**config.mk**
```make
export PLATFORM = sky130hd
export DESIGN_NAME = control_unit
export DESIGN_NICKNAME = d
export VERILOG_FILES = /design/src/rtl/cu_pkg.sv /design/src/rtl/control_encoder.sv /design/src/rtl/control_unit.sv /design/src/rtl/instr_sequencer.sv /design/src/rtl/opcode_decoder.sv
export VERILOG_INCLUDE_DIRS = /design/src /design/src/rtl
export SDC_FILE = /design/constraint.sdc
export NUM_CORES = 1
export LEC_CHECK = 0
export ABC_AREA = 1
export ABC_CLOCK_PERIOD_IN_PS = 4050
export BUFFER_PORTS_ARGS = -buffer_cell sky130_fd_sc_hd__buf_2
export CAP_MARGIN = 25
export CORE_ASPECT_RATIO = 0.9
export CORE_MARGIN = 2
export CORE_UTILIZATION = 40
export DETAILED_ROUTE_END_ITERATION = 8
export PLACE_DENSITY = 0.76
export SYNTH_ARGS = -nofsm -noshare
export SYNTH_HDL_FRONTEND = slang
export SYNTH_SLANG_ARGS = --single-unit
```
**constraint.sdc**
```tcl
create_clock -name clk -period 4.05 [get_ports clk]
set_clock_uncertainty 0.2 [all_clocks]
set_input_delay 1.215 -clock clk [delete_from_list [all_inputs] [get_ports clk]]
set_output_delay 1.215 -clock clk [all_outputs]
set_load 0.01 [all_outputs]
```
**src/rtl/cu_macros.svh**
```systemverilog
`ifndef CU_MACROS_SVH
`define CU_MACROS_SVH

// opcode byte as held in the instruction register
`define OPCODE_WIDTH 8

// status flags N, V, C, Z
`define FLAG_COUNT 4

// longest execute sequence is three steps
`define STEP_WIDTH 2

`endif

```
**src/rtl/cu_pkg.sv**
```systemverilog
`include "cu_macros.svh"

package cu_pkg;

  // index order matches opcode bits 7:6 of the branches
  typedef enum logic [1:0] {flag_n = 2'd0, flag_v = 2'd1, flag_c = 2'd2, flag_z = 2'd3} flag_e;

  typedef enum logic [3:0] {
    cls_load, cls_store, cls_arith, cls_logic, cls_compare, cls_inx,
    cls_clc, cls_sec, cls_jmp, cls_branch, cls_nop
  } op_class_e;

  typedef enum logic [1:0] {mode_imm, mode_abs, mode_impl} addr_mode_e;
  typedef enum logic [2:0] {alu_add, alu_sub, alu_and, alu_or, alu_xor} alu_op_e;
  typedef enum logic [1:0] {sel_a, sel_x, sel_y} reg_e;
  typedef enum logic [2:0] {st_fetch, st_decode, st_mem1, st_exec, st_halted} seq_state_e;

  typedef enum logic [2:0] {
    src_data_in, src_reg_a, src_reg_x, src_reg_y, src_alu_result
  } data_src_e;

  // low and high address bytes always come from the same place
  typedef enum logic {addr_pc, addr_reg} addr_src_e;

  typedef struct packed {
    logic load_inst_reg;
    logic inc_pc;
    logic load_pc;
    logic load_addr_low;
    logic load_addr_high;
    logic load_input_a;
    logic load_input_b;
    logic reset_input_a;
    logic load_a;
    logic load_x;
    logic load_y;
    logic update_n;
    logic update_z;
    logic update_c;
    logic update_v;
    logic clear_c;
    logic set_c;
    logic write;            // 1 write, 0 read
  } ctrl_word_t;

  localparam logic [`OPCODE_WIDTH-1:0] opc_lda_imm = 8'hA9;
  localparam logic [`OPCODE_WIDTH-1:0] opc_lda_abs = 8'hAD;
  localparam logic [`OPCODE_WIDTH-1:0] opc_ldx_imm = 8'hA2;
  localparam logic [`OPCODE_WIDTH-1:0] opc_ldx_abs = 8'hAE;
  localparam logic [`OPCODE_WIDTH-1:0] opc_ldy_imm = 8'hA0;
  localparam logic [`OPCODE_WIDTH-1:0] opc_ldy_abs = 8'hAC;
  localparam logic [`OPCODE_WIDTH-1:0] opc_sta_abs = 8'h8D;
  localparam logic [`OPCODE_WIDTH-1:0] opc_stx_abs = 8'h8E;
  localparam logic [`OPCODE_WIDTH-1:0] opc_sty_abs = 8'h8C;
  localparam logic [`OPCODE_WIDTH-1:0] opc_adc_imm = 8'h69;
  localparam logic [`OPCODE_WIDTH-1:0] opc_adc_abs = 8'h6D;
  localparam logic [`OPCODE_WIDTH-1:0] opc_sbc_imm = 8'hE9;
  localparam logic [`OPCODE_WIDTH-1:0] opc_sbc_abs = 8'hED;
  localparam logic [`OPCODE_WIDTH-1:0] opc_and_imm = 8'h29;
  localparam logic [`OPCODE_WIDTH-1:0] opc_and_abs = 8'h2D;
  localparam logic [`OPCODE_WIDTH-1:0] opc_ora_imm = 8'h09;
  localparam logic [`OPCODE_WIDTH-1:0] opc_ora_abs = 8'h0D;
  localparam logic [`OPCODE_WIDTH-1:0] opc_eor_imm = 8'h49;
  localparam logic [`OPCODE_WIDTH-1:0] opc_eor_abs = 8'h4D;
  localparam logic [`OPCODE_WIDTH-1:0] opc_cmp_imm = 8'hC9;
  localparam logic [`OPCODE_WIDTH-1:0] opc_cmp_abs = 8'hCD;
  localparam logic [`OPCODE_WIDTH-1:0] opc_inx_impl = 8'hE8;
  localparam logic [`OPCODE_WIDTH-1:0] opc_clc_impl = 8'h18;
  localparam logic [`OPCODE_WIDTH-1:0] opc_sec_impl = 8'h38;
  localparam logic [`OPCODE_WIDTH-1:0] opc_nop_impl = 8'hEA;
  localparam logic [`OPCODE_WIDTH-1:0] opc_jmp_abs = 8'h4C;
  // branches take an absolute target here
  localparam logic [`OPCODE_WIDTH-1:0] opc_bpl_abs = 8'h10;
  localparam logic [`OPCODE_WIDTH-1:0] opc_bmi_abs = 8'h30;
  localparam logic [`OPCODE_WIDTH-1:0] opc_bvc_abs = 8'h50;
  localparam logic [`OPCODE_WIDTH-1:0] opc_bvs_abs = 8'h70;
  localparam logic [`OPCODE_WIDTH-1:0] opc_bcc_abs = 8'h90;
  localparam logic [`OPCODE_WIDTH-1:0] opc_bcs_abs = 8'hB0;
  localparam logic [`OPCODE_WIDTH-1:0] opc_bne_abs = 8'hD0;
  localparam logic [`OPCODE_WIDTH-1:0] opc_beq_abs = 8'hF0;

endpackage

```
**src/rtl/control_encoder.sv**
```systemverilog
`include "cu_macros.svh"

module control_encoder (
  input  cu_pkg::seq_state_e       state,
  input  logic [`STEP_WIDTH-1:0]   step,
  input  cu_pkg::op_class_e        op_class,
  input  cu_pkg::addr_mode_e       addr_mode,
  input  cu_pkg::alu_op_e          alu_op_dec,
  input  cu_pkg::reg_e             reg_sel,
  input  logic [`OPCODE_WIDTH-1:0] opcode,
  input  logic [`FLAG_COUNT-1:0]   flags,
  output cu_pkg::ctrl_word_t       ctrl,
  output cu_pkg::alu_op_e          alu_op,
  output cu_pkg::data_src_e        data_src,
  output cu_pkg::addr_src_e        addr_src,
  output logic                     halted
);

  cu_pkg::flag_e br_flag;
  logic          br_taken;

  // bits 7:6 pick the flag, bit 5 is the value that takes the branch
  assign br_flag  = cu_pkg::flag_e'(opcode[7:6]);
  assign br_taken = (flags[br_flag] == opcode[5]);

  always_comb begin
    ctrl     = '0;
    alu_op   = cu_pkg::alu_add;
    data_src = cu_pkg::src_data_in;
    addr_src = cu_pkg::addr_pc;
    halted   = 1'b0;
    case (state)
      cu_pkg::st_fetch: begin
        ctrl.load_inst_reg = 1'b1;
        ctrl.inc_pc        = 1'b1;
      end
      cu_pkg::st_decode: begin
        if (addr_mode == cu_pkg::mode_abs) begin
          ctrl.inc_pc        = 1'b1;
          ctrl.load_addr_low = 1'b1;
        end
      end
      cu_pkg::st_mem1: begin
        ctrl.inc_pc         = 1'b1;
        ctrl.load_addr_high = 1'b1;
      end
      cu_pkg::st_exec: begin
        if (addr_mode == cu_pkg::mode_abs) addr_src = cu_pkg::addr_reg;
        // step past the operand byte
        if (addr_mode == cu_pkg::mode_imm && step == '0) ctrl.inc_pc = 1'b1;
        case (op_class)
          cu_pkg::cls_arith, cu_pkg::cls_logic, cu_pkg::cls_compare: begin
            alu_op = alu_op_dec;
            case (step)
              `STEP_WIDTH'(0): ctrl.load_input_b = 1'b1;    // operand from memory
              `STEP_WIDTH'(1): begin
                data_src          = cu_pkg::src_reg_a;
                ctrl.load_input_a = 1'b1;
              end
              default: begin
                data_src      = cu_pkg::src_alu_result;
                ctrl.update_n = 1'b1;
                ctrl.update_z = 1'b1;
                ctrl.update_c = (op_class != cu_pkg::cls_logic);
                ctrl.update_v = (op_class == cu_pkg::cls_arith);
                ctrl.load_a   = (op_class != cu_pkg::cls_compare);
              end
            endcase
          end
          cu_pkg::cls_load: begin
            ctrl.load_a   = (reg_sel == cu_pkg::sel_a);
            ctrl.load_x   = (reg_sel == cu_pkg::sel_x);
            ctrl.load_y   = (reg_sel == cu_pkg::sel_y);
            ctrl.update_n = 1'b1;
            ctrl.update_z = 1'b1;
          end
          cu_pkg::cls_store: begin
            ctrl.write = 1'b1;
            case (reg_sel)
              cu_pkg::sel_x: data_src = cu_pkg::src_reg_x;
              cu_pkg::sel_y: data_src = cu_pkg::src_reg_y;
              default:       data_src = cu_pkg::src_reg_a;
            endcase
          end
          cu_pkg::cls_inx: begin
            if (step == '0) begin
              data_src           = cu_pkg::src_reg_x;
              ctrl.load_input_b  = 1'b1;
              ctrl.reset_input_a = 1'b1;    // zeroed input a plus carry gives x + 1
            end else begin
              data_src      = cu_pkg::src_alu_result;
              ctrl.load_x   = 1'b1;
              ctrl.update_n = 1'b1;
              ctrl.update_z = 1'b1;
            end
          end
          cu_pkg::cls_jmp:    ctrl.load_pc = 1'b1;
          cu_pkg::cls_branch: ctrl.load_pc = br_taken;
          cu_pkg::cls_clc:    ctrl.clear_c = 1'b1;
          cu_pkg::cls_sec:    ctrl.set_c   = 1'b1;
          default: ;
        endcase
      end
      cu_pkg::st_halted: halted = 1'b1;
      default: ;
    endcase
  end

endmodule

```
**src/rtl/control_unit.sv**
```systemverilog
`include "cu_macros.svh"

module control_unit (
  input  logic                     clk,
  input  logic                     reset,
  input  logic [`OPCODE_WIDTH-1:0] opcode,
  input  logic [`FLAG_COUNT-1:0]   flags,
  output cu_pkg::ctrl_word_t       ctrl,
  output cu_pkg::alu_op_e          alu_op,
  output cu_pkg::data_src_e        data_src,
  output cu_pkg::addr_src_e        addr_src,
  output logic                     halted
);

  cu_pkg::op_class_e       op_class;
  cu_pkg::addr_mode_e      addr_mode;
  cu_pkg::alu_op_e         alu_op_dec;
  cu_pkg::reg_e            reg_sel;
  logic                    valid;
  cu_pkg::seq_state_e      state;
  logic [`STEP_WIDTH-1:0]  step;

  opcode_decoder decoder0 (
    .opcode    (opcode),
    .op_class  (op_class),
    .addr_mode (addr_mode),
    .alu_op    (alu_op_dec),
    .reg_sel   (reg_sel),
    .valid     (valid)
  );

  instr_sequencer sequencer0 (
    .clk       (clk),
    .reset     (reset),
    .op_class  (op_class),
    .addr_mode (addr_mode),
    .valid     (valid),
    .state     (state),
    .step      (step)
  );

  control_encoder encoder0 (
    .state      (state),
    .step       (step),
    .op_class   (op_class),
    .addr_mode  (addr_mode),
    .alu_op_dec (alu_op_dec),
    .reg_sel    (reg_sel),
    .opcode     (opcode),
    .flags      (flags),
    .ctrl       (ctrl),
    .alu_op     (alu_op),
    .data_src   (data_src),
    .addr_src   (addr_src),
    .halted     (halted)
  );

endmodule

```
**src/rtl/instr_sequencer.sv**
```systemverilog
`include "cu_macros.svh"

module instr_sequencer (
  input  logic                    clk,
  input  logic                    reset,
  input  cu_pkg::op_class_e       op_class,
  input  cu_pkg::addr_mode_e      addr_mode,
  input  logic                    valid,
  output cu_pkg::seq_state_e      state,
  output logic [`STEP_WIDTH-1:0]  step
);

  cu_pkg::seq_state_e      next_state;
  logic [`STEP_WIDTH-1:0]  next_step;

  // index of the final execute step for each class
  function automatic logic [`STEP_WIDTH-1:0] last_step(cu_pkg::op_class_e cls);
    case (cls)
      cu_pkg::cls_inx: return `STEP_WIDTH'(1);
      cu_pkg::cls_arith, cu_pkg::cls_logic, cu_pkg::cls_compare: return `STEP_WIDTH'(2);
      default: return '0;
    endcase
  endfunction

  always_comb begin
    next_state = state;
    next_step  = '0;
    case (state)
      cu_pkg::st_fetch: next_state = cu_pkg::st_decode;
      cu_pkg::st_decode: begin
        if (!valid) begin
          next_state = cu_pkg::st_halted;
        end else if (op_class == cu_pkg::cls_nop) begin
          next_state = cu_pkg::st_fetch;    // nop is done after decode
        end else if (addr_mode == cu_pkg::mode_abs) begin
          next_state = cu_pkg::st_mem1;
        end else begin
          next_state = cu_pkg::st_exec;
        end
      end
      cu_pkg::st_mem1: next_state = cu_pkg::st_exec;
      cu_pkg::st_exec: begin
        if (step == last_step(op_class)) begin
          next_state = cu_pkg::st_fetch;
        end else begin
          next_step = step + 1'b1;
        end
      end
      cu_pkg::st_halted: next_state = cu_pkg::st_halted;    // sticky until reset
      default: next_state = cu_pkg::st_halted;
    endcase
  end

  always_ff @(posedge clk) begin
    if (reset) begin
      state <= cu_pkg::st_fetch;
      step  <= '0;
    end else begin
      state <= next_state;
      step  <= next_step;
    end
  end

endmodule

```
**src/rtl/opcode_decoder.sv**
```systemverilog
`include "cu_macros.svh"

module opcode_decoder (
  input  logic [`OPCODE_WIDTH-1:0] opcode,
  output cu_pkg::op_class_e        op_class,
  output cu_pkg::addr_mode_e       addr_mode,
  output cu_pkg::alu_op_e          alu_op,
  output cu_pkg::reg_e             reg_sel,
  output logic                     valid
);

  always_comb begin
    op_class = cu_pkg::cls_nop;
    alu_op   = cu_pkg::alu_add;
    reg_sel  = cu_pkg::sel_a;
    valid    = 1'b1;
    case (opcode)
      cu_pkg::opc_lda_imm, cu_pkg::opc_lda_abs: op_class = cu_pkg::cls_load;
      cu_pkg::opc_ldx_imm, cu_pkg::opc_ldx_abs: begin
        op_class = cu_pkg::cls_load;
        reg_sel  = cu_pkg::sel_x;
      end
      cu_pkg::opc_ldy_imm, cu_pkg::opc_ldy_abs: begin
        op_class = cu_pkg::cls_load;
        reg_sel  = cu_pkg::sel_y;
      end
      cu_pkg::opc_sta_abs: op_class = cu_pkg::cls_store;
      cu_pkg::opc_stx_abs: begin
        op_class = cu_pkg::cls_store;
        reg_sel  = cu_pkg::sel_x;
      end
      cu_pkg::opc_sty_abs: begin
        op_class = cu_pkg::cls_store;
        reg_sel  = cu_pkg::sel_y;
      end
      cu_pkg::opc_adc_imm, cu_pkg::opc_adc_abs: op_class = cu_pkg::cls_arith;
      cu_pkg::opc_sbc_imm, cu_pkg::opc_sbc_abs: begin
        op_class = cu_pkg::cls_arith;
        alu_op   = cu_pkg::alu_sub;
      end
      cu_pkg::opc_and_imm, cu_pkg::opc_and_abs: begin
        op_class = cu_pkg::cls_logic;
        alu_op   = cu_pkg::alu_and;
      end
      cu_pkg::opc_ora_imm, cu_pkg::opc_ora_abs: begin
        op_class = cu_pkg::cls_logic;
        alu_op   = cu_pkg::alu_or;
      end
      cu_pkg::opc_eor_imm, cu_pkg::opc_eor_abs: begin
        op_class = cu_pkg::cls_logic;
        alu_op   = cu_pkg::alu_xor;
      end
      cu_pkg::opc_cmp_imm, cu_pkg::opc_cmp_abs: begin
        op_class = cu_pkg::cls_compare;    // compare is a subtract with no writeback
        alu_op   = cu_pkg::alu_sub;
      end
      cu_pkg::opc_inx_impl: begin
        op_class = cu_pkg::cls_inx;
        reg_sel  = cu_pkg::sel_x;
      end
      cu_pkg::opc_clc_impl: op_class = cu_pkg::cls_clc;
      cu_pkg::opc_sec_impl: op_class = cu_pkg::cls_sec;
      cu_pkg::opc_nop_impl: op_class = cu_pkg::cls_nop;
      cu_pkg::opc_jmp_abs:  op_class = cu_pkg::cls_jmp;
      cu_pkg::opc_bpl_abs, cu_pkg::opc_bmi_abs, cu_pkg::opc_bvc_abs, cu_pkg::opc_bvs_abs,
      cu_pkg::opc_bcc_abs, cu_pkg::opc_bcs_abs, cu_pkg::opc_bne_abs, cu_pkg::opc_beq_abs:
        op_class = cu_pkg::cls_branch;
      default: valid = 1'b0;
    endcase
  end

  // anything not listed, undecoded opcodes included, is implied
  always_comb begin
    case (opcode)
      cu_pkg::opc_lda_imm, cu_pkg::opc_ldx_imm, cu_pkg::opc_ldy_imm,
      cu_pkg::opc_adc_imm, cu_pkg::opc_sbc_imm, cu_pkg::opc_and_imm,
      cu_pkg::opc_ora_imm, cu_pkg::opc_eor_imm, cu_pkg::opc_cmp_imm:
        addr_mode = cu_pkg::mode_imm;
      cu_pkg::opc_lda_abs, cu_pkg::opc_ldx_abs, cu_pkg::opc_ldy_abs,
      cu_pkg::opc_sta_abs, cu_pkg::opc_stx_abs, cu_pkg::opc_sty_abs,
      cu_pkg::opc_adc_abs, cu_pkg::opc_sbc_abs, cu_pkg::opc_and_abs,
      cu_pkg::opc_ora_abs, cu_pkg::opc_eor_abs, cu_pkg::opc_cmp_abs,
      cu_pkg::opc_jmp_abs,
      cu_pkg::opc_bpl_abs, cu_pkg::opc_bmi_abs, cu_pkg::opc_bvc_abs, cu_pkg::opc_bvs_abs,
      cu_pkg::opc_bcc_abs, cu_pkg::opc_bcs_abs, cu_pkg::opc_bne_abs, cu_pkg::opc_beq_abs:
        addr_mode = cu_pkg::mode_abs;
      default: addr_mode = cu_pkg::mode_impl;
    endcase
  end

endmodule

```
==> After elaboration in Yosys (flattened, before gate mapping) <==
Index checks and enable logic that the tools add are counted.
{ "word_totals": {"latch_bits": 0, "romBits": 0, "memories": 0, "ff_bits": 5, "mem_bits_rw": 0, "input_bits": 14} }
{ "classes": {"div_mod_pow": 0, "n_reduce_logical": 25, "n_bitwise": 1, "muxes": 50, "add_sub_neg": 1, "n_eq_ne": 57, "mul": 0, "shift": 0, "magnitude_cmp": 1} }
{ "ops": {"columns": ["cell", "count"], "rows": [
  ["== test 8 bit (second input constant)", 19],
  ["== test 8 x 7 -> 1 bit (second input constant)", 7],
  ["case mux 4 bit (10 select lines)", 1],
  ["OR reduction 34 bit", 1],
  ["== test 8 x 6 -> 1 bit (second input constant)", 4],
  ["case mux 3 bit (4 select lines)", 2],
  ["2-to-1 mux 1 bit", 21],
  ["2-to-1 mux 3 bit", 7],
  ["OR reduction 21 bit", 1],
  ["== test 4 x 3 -> 1 bit (second input constant)", 4],
  ["== test 8 x 4 -> 1 bit (second input constant)", 2],
  ["== test 8 x 5 -> 1 bit (second input constant)", 2],
  ["case mux 2 bit (2 select lines)", 4],
  ["2-to-1 mux 13 bit", 1],
  ["== test 4 bit (second input constant)", 3],
  ["OR reduction 2 bit", 6],
  ["OR reduction 3 bit", 4],
  ["OR reduction 4 bit", 3],
  ["OR reduction 6 bit", 2],
  ["case mux 3 bit (3 select lines)", 1],
  ["OR reduction 9 bit", 1],
  ["== test 4 x 2 -> 1 bit (second input constant)", 2],
  ["2-to-1 mux 2 bit", 4],
  ["case mux 1 bit (2 select lines)", 4],
  ["24 further kinds", 29]
]} }

==> Longest topological paths before layout <==
{ "logic_depth": {"word_depth": 10, "mapped_depth": 13, "ltp_nobuf": 13} }

==> Cells and area by module <==
A second synthesis with hierarchy kept.
{ "unflattened": {"cells_unflattened": 279, "area_unflattened_um2": 1393.8} }
{ "modules_own_cells": {"columns": ["module", "seq_area_each_um2", "instances", "area_per_inst_um2", "cells_per_inst"], "rows": [
  ["opcode_decoder", 0.0, 1, 574.3, 133],
  ["control_encoder", 0.0, 1, 498.0, 96],
  ["instr_sequencer", 100.1, 1, 321.6, 50]
]} }

==> Worst setup path before layout <==
OpenSTA, ideal clock, no wires.
{ "synth_timing": {"path_kind": "input to output", "startpoint": "input port opcode[4]", "endpoint": "output port ctrl[6] (netlist bit)", "path_stages": 10, "t_arrival_ns": 2.361, "setup_slack_ns": 0.274, "n_path_buf": 1, "cell_sequence": "inv_2 nand2_2 nor2_1 nand2_1 nand2_2 nor2_2 nand2_4 nand2_2 a21oi_1 buf_4"} }
{ "synth_rtl": {"columns": ["element", "line_no", "rtl"], "rows": [
  ["start, declared", "control_unit.sv:6", "input logic [`OPCODE_WIDTH-1:0] opcode,"],
  ["end, declared", "control_unit.sv:8", "output cu_pkg::ctrl_word_t ctrl,"]
]} }

==> Worst setup path in the final report <==
{ "layout_timing": {"startpoint": "input port opcode[4]", "endpoint": "output port data_src[1]"} }
{ "layout_between": {"elab_chain_cells": 7} }
{ "layout_rtl": {"columns": ["element", "line_no", "rtl"], "rows": [
  ["== test 8 x 5 -> 1 bit (tied with other cells)", "opcode_decoder.sv:17", "case (opcode)"],
  ["OR reduction 8 bit (tied with other cells)", null, null],
  ["case mux 4 bit (10 select lines) or case mux 2 bit (2 select lines) (tied branches)", "opcode_decoder.sv:17", null],
  ["== test 4 x 2 -> 1 bit (tied with other cells)", "control_encoder.sv:51", "case (op_class)"],
  ["OR reduction 3 bit or case mux 2 bit (2 select lines) (tied branches)", "control_encoder.sv:51, control_encoder.sv:79", null],
  ["case mux 3 bit (3 select lines) *", "control_encoder.sv:51", null],
  ["2-to-1 mux 3 bit *", "control_encoder.sv:32", "case (state)"],
  ["end, declared", "control_unit.sv:10", "output cu_pkg::data_src_e data_src,"]
]} }
Every way passes the cells marked *; elsewhere a longest branch is shown, timed or not.

==> out/summary.txt <==
vias after detailed routing - 1412
least setup slack across all paths after layout - 0.0928 ns
gr usage total - 20.4%
fraction of the mapped netlist area in adder cells - 6.73%
total internal power - 0.000117 W
worst min-delay path class - register to register
critical path required time - 2.63 ns
dominant cells by area after synthesis - sky130_fd_sc_hd__nand2_1 14%, sky130_fd_sc_hd__nor2_1 12%, sky130_fd_sc_hd__inv_1 9.8%, sky130_fd_sc_hd__dfxtp_1 9.0%, sky130_fd_sc_hd__nand3_1 8.1%
total stage count of the critical path - 11
beginning of the worst hold path - sequencer0.state[2]
nets@finish - 268
library cell contributing the largest single delay on the critical path - sky130_fd_sc_hd__ha_1
GR Overflow Total - 0
worst-skew pair later-pin latency - 0.25 ns
most frequent cells after synthesis - 41 x sky130_fd_sc_hd__nand2_1, 37 x sky130_fd_sc_hd__nor2_1, 29 x sky130_fd_sc_hd__inv_1
vias in the first global route - 1180
proportion of synthesized flip-flops having asynchronous set or reset - 0%
count of boundary I/O pins - 40
post-synthesis average cell area - 5.55 µm²
portion of the post-synthesis area used by sequential elements - 8.97%
Final Slew Violations - 0
EDFF count, synth - 0
Tmin final - 3.96 ns
largest delay contributor family on the critical path - simple AND/OR/NAND/NOR gates
classification of the worst setup path - input pin to output pin
buffers from clock root to sink, at most - 2
diode count - 0
number of violations of the max-capacitance limit - 0
Max H-tree Level - 1
initial core utilization - 41.3%
number of antenna violations at the first check in global routing - 0
detailed-route vias per instance - 5.10
worst IR drop on VDD - 0.0850 mV
Worst setup startpoint - opcode[4]
combinational family with the most area after synthesis - simple AND/OR/NAND/NOR gates
register bit count reported by yosys - 5
pwr/cell area - 136 nW/µm²
die area - 3230 µm²
Worst Path Arrival - 2.54 ns
number of failing hold endpoints at the final stage - 0
clk sink count - 5
post-synth top area cell - sky130_fd_sc_hd__nand2_1
first-pass GRT wire length - 5090 µm
Cell Chain, Critical Path - buf_2, inv_4, nand2_4, nor2_4, nand3_1, nand3_1, inv_1, ha_1, nand2_1, o21ai_0, buf_2
Inserted Clock Buffers - 3
vertical extent of the die - 54.1 µm
count of buffers from port buffering - 39
most used standard cell by instance count after synthesis - sky130_fd_sc_hd__nand2_1
Post-Synth XOR/XNOR Area - 0.785%
proportion of power drawn by flip-flops and latches - 28.1%
number of iterations in the first detailed-routing pass - 4
critical path startpoint category - input pin
worst reg2reg setup slack - 2.46 ns
maximum frequency from static timing analysis - 253 MHz
post-synthesis instance area - 1120 µm²
share of Yosys cell area claimed by the top area cell type - 13.8%
final standard cell utilization of the core - 53.7%
area delta synth->final - 29.9%
Crit. End Element - output pin
startpoint of the worst register-to-register path - sequencer0.state[0]
worst slack, placed - 0.0382 ns
Distinct cells, synth - 28
synthesized instance count - 201
total of warnings raised by yosys - 0
post-route ant nets - 0
placed wire-length estimate - 2530 µm
buffer and inverter count on the worst path - 4
final cell count without fillers - 277
total detailed-routing wirelength - 3150 µm
switching portion of total power - 40.7%
clock tree from TritonCTS - yes
post-synthesis compound-gate area fraction - 10.7%
std cell rows - 18
Setup-failing EPs final - 0
CTS root buffer - sky130_fd_sc_hd__clkbuf_4
Switching Power - 0.0000804 W
dominant synthesized flop cell - sky130_fd_sc_hd__dfxtp_1
Inst Count DP - 272
post-synthesis net count - 221
worst stage delay on the critical path - 0.29 ns
clock network fraction of design power - 31.8%
Final Hold Slack - 0.313 ns
pin count of the biggest net entering global routing - 11
Final Cycle Share - 97.7%
share of cell area taken by muxes after synthesis - 0%
worst slew pin tran - 0.654 ns
routed len/inst - 11.4 µm
routability congestion estimate from global placement - 0.883
number of cells traversed by the worst register-to-register path - 4
simple-gate share of the synthesized area - 61.1%
tightest slew margin relative to the limit - 56.2%
placeable core region - 2700 µm²
fraction of layout instances using a drive strength above 1 - 34.8%
die extent in x - 59.7 µm
Cells on Worst Hold Path - 2
Total Power - 0.000198 W
relative contribution of combinational cells to total power - 40.1%
Leakage - 0.844 nW
clock input transition at the sequential cells of the worst setup and hold paths - 0.05 ns
status - complete, no violations
DRC violation total after the first TritonRoute iteration - 98
total DRC errors in the routed layout - 0
maximum fanout along the worst path - 7
==> power by group through the flow <==
stage                Clock, W  Sequential, W  Combinational (W)
global placement            0      0.0000565          0.0000736
detailed placement          0      0.0000566          0.0000738
floorplan                   0      0.0000559          0.0000492
finish              0.0000628      0.0000556          0.0000793
CTS                 0.0000659      0.0000556          0.0000740
global route        0.0000726      0.0000561          0.0000893
==> worst paths after layout <==
path / endpoint
min: sequencer0.state[2]
max: data_src[1]
max reg2reg: sequencer0.step[0]
min reg2reg: sequencer0.state[2]
==> registers in the layout (all words and copies together) (netlist names) <==
name              count
sequencer0.step       2
sequencer0.state      3
==> stage by stage <==
step,setup TNS [ns],cell area [µm²]
floorplan,0,1120
global placement,0,1360
detailed placement,0,1360
CTS,0,1390
global route,-0.00874,1450
finish,0,1450
==> layer usage <==
layer / vias to the layer above / routed length (µm) / global-route usage [%]
met3: 2 / 169 / 3.13
met2: 49 / 1470 / 33.2
met4: 0 / 16 / 2.96
met1: 626 / 1500 / 28.9
li1: 735 / - / -
met5: - / 0 / 0
==> cell families (layout without fill, tap and decap cells) <==
kind of cell	count (synthesis)	count (layout)
buffers and inverters	34	80
AND/OR/NAND/NOR	136	136
AO/OA/AOI/OAI	19	19
XOR/XNOR	1	1
adder cells (fa/ha/maj)	6	6
flip-flops	5	5
==> tightest hold or removal path: stages (launching register included) <==
cell                      delay (ns)
sky130_fd_sc_hd__dfxtp_1        0.33
sky130_fd_sc_hd__inv_1          0.08
sky130_fd_sc_hd__a21oi_1        0.06
==> layout make-up <==
cell class                      count  area [µm²]
Inverter                           33         126
Fill cell                         281        1250
Timing Repair Buffer               43         225
Clock buffer                        4        26.3
Sequential cell                     5         100
Multi-Input combinational cell    162         935
Tap cell                           30        37.5
==> cells in the final DEF, fill, tap and decap left out, types with 2 or more instances in the layout <==
cell and n:
sky130_fd_sc_hd__nand2_2 7, sky130_fd_sc_hd__dfxtp_1 5, sky130_fd_sc_hd__a21oi_1 7, sky130_fd_sc_hd__inv_2 5, sky130_fd_sc_hd__o21ai_0 3, sky130_fd_sc_hd__nand3_2 4
sky130_fd_sc_hd__nand2_1 40, sky130_fd_sc_hd__nand3_1 18, sky130_fd_sc_hd__nor2_1 35, sky130_fd_sc_hd__nand4_1 6, sky130_fd_sc_hd__nor2_2 6, sky130_fd_sc_hd__nor3_1 6
sky130_fd_sc_hd__ha_1 5, sky130_fd_sc_hd__o21ai_1 2, sky130_fd_sc_hd__nand2_4 5, sky130_fd_sc_hd__nor2_4 6, sky130_fd_sc_hd__inv_1 27, sky130_fd_sc_hd__buf_4 4
sky130_fd_sc_hd__buf_2 39, sky130_fd_sc_hd__clkbuf_4 3
==> what timing repair did <==
item	4_1_cts	5_1_grt
gates resized for setup	0	15
buffers inserted	0	1
hold buffers	0	0
endpoints found under the setup margin	0	11
(Power assumes the default switching activity.)
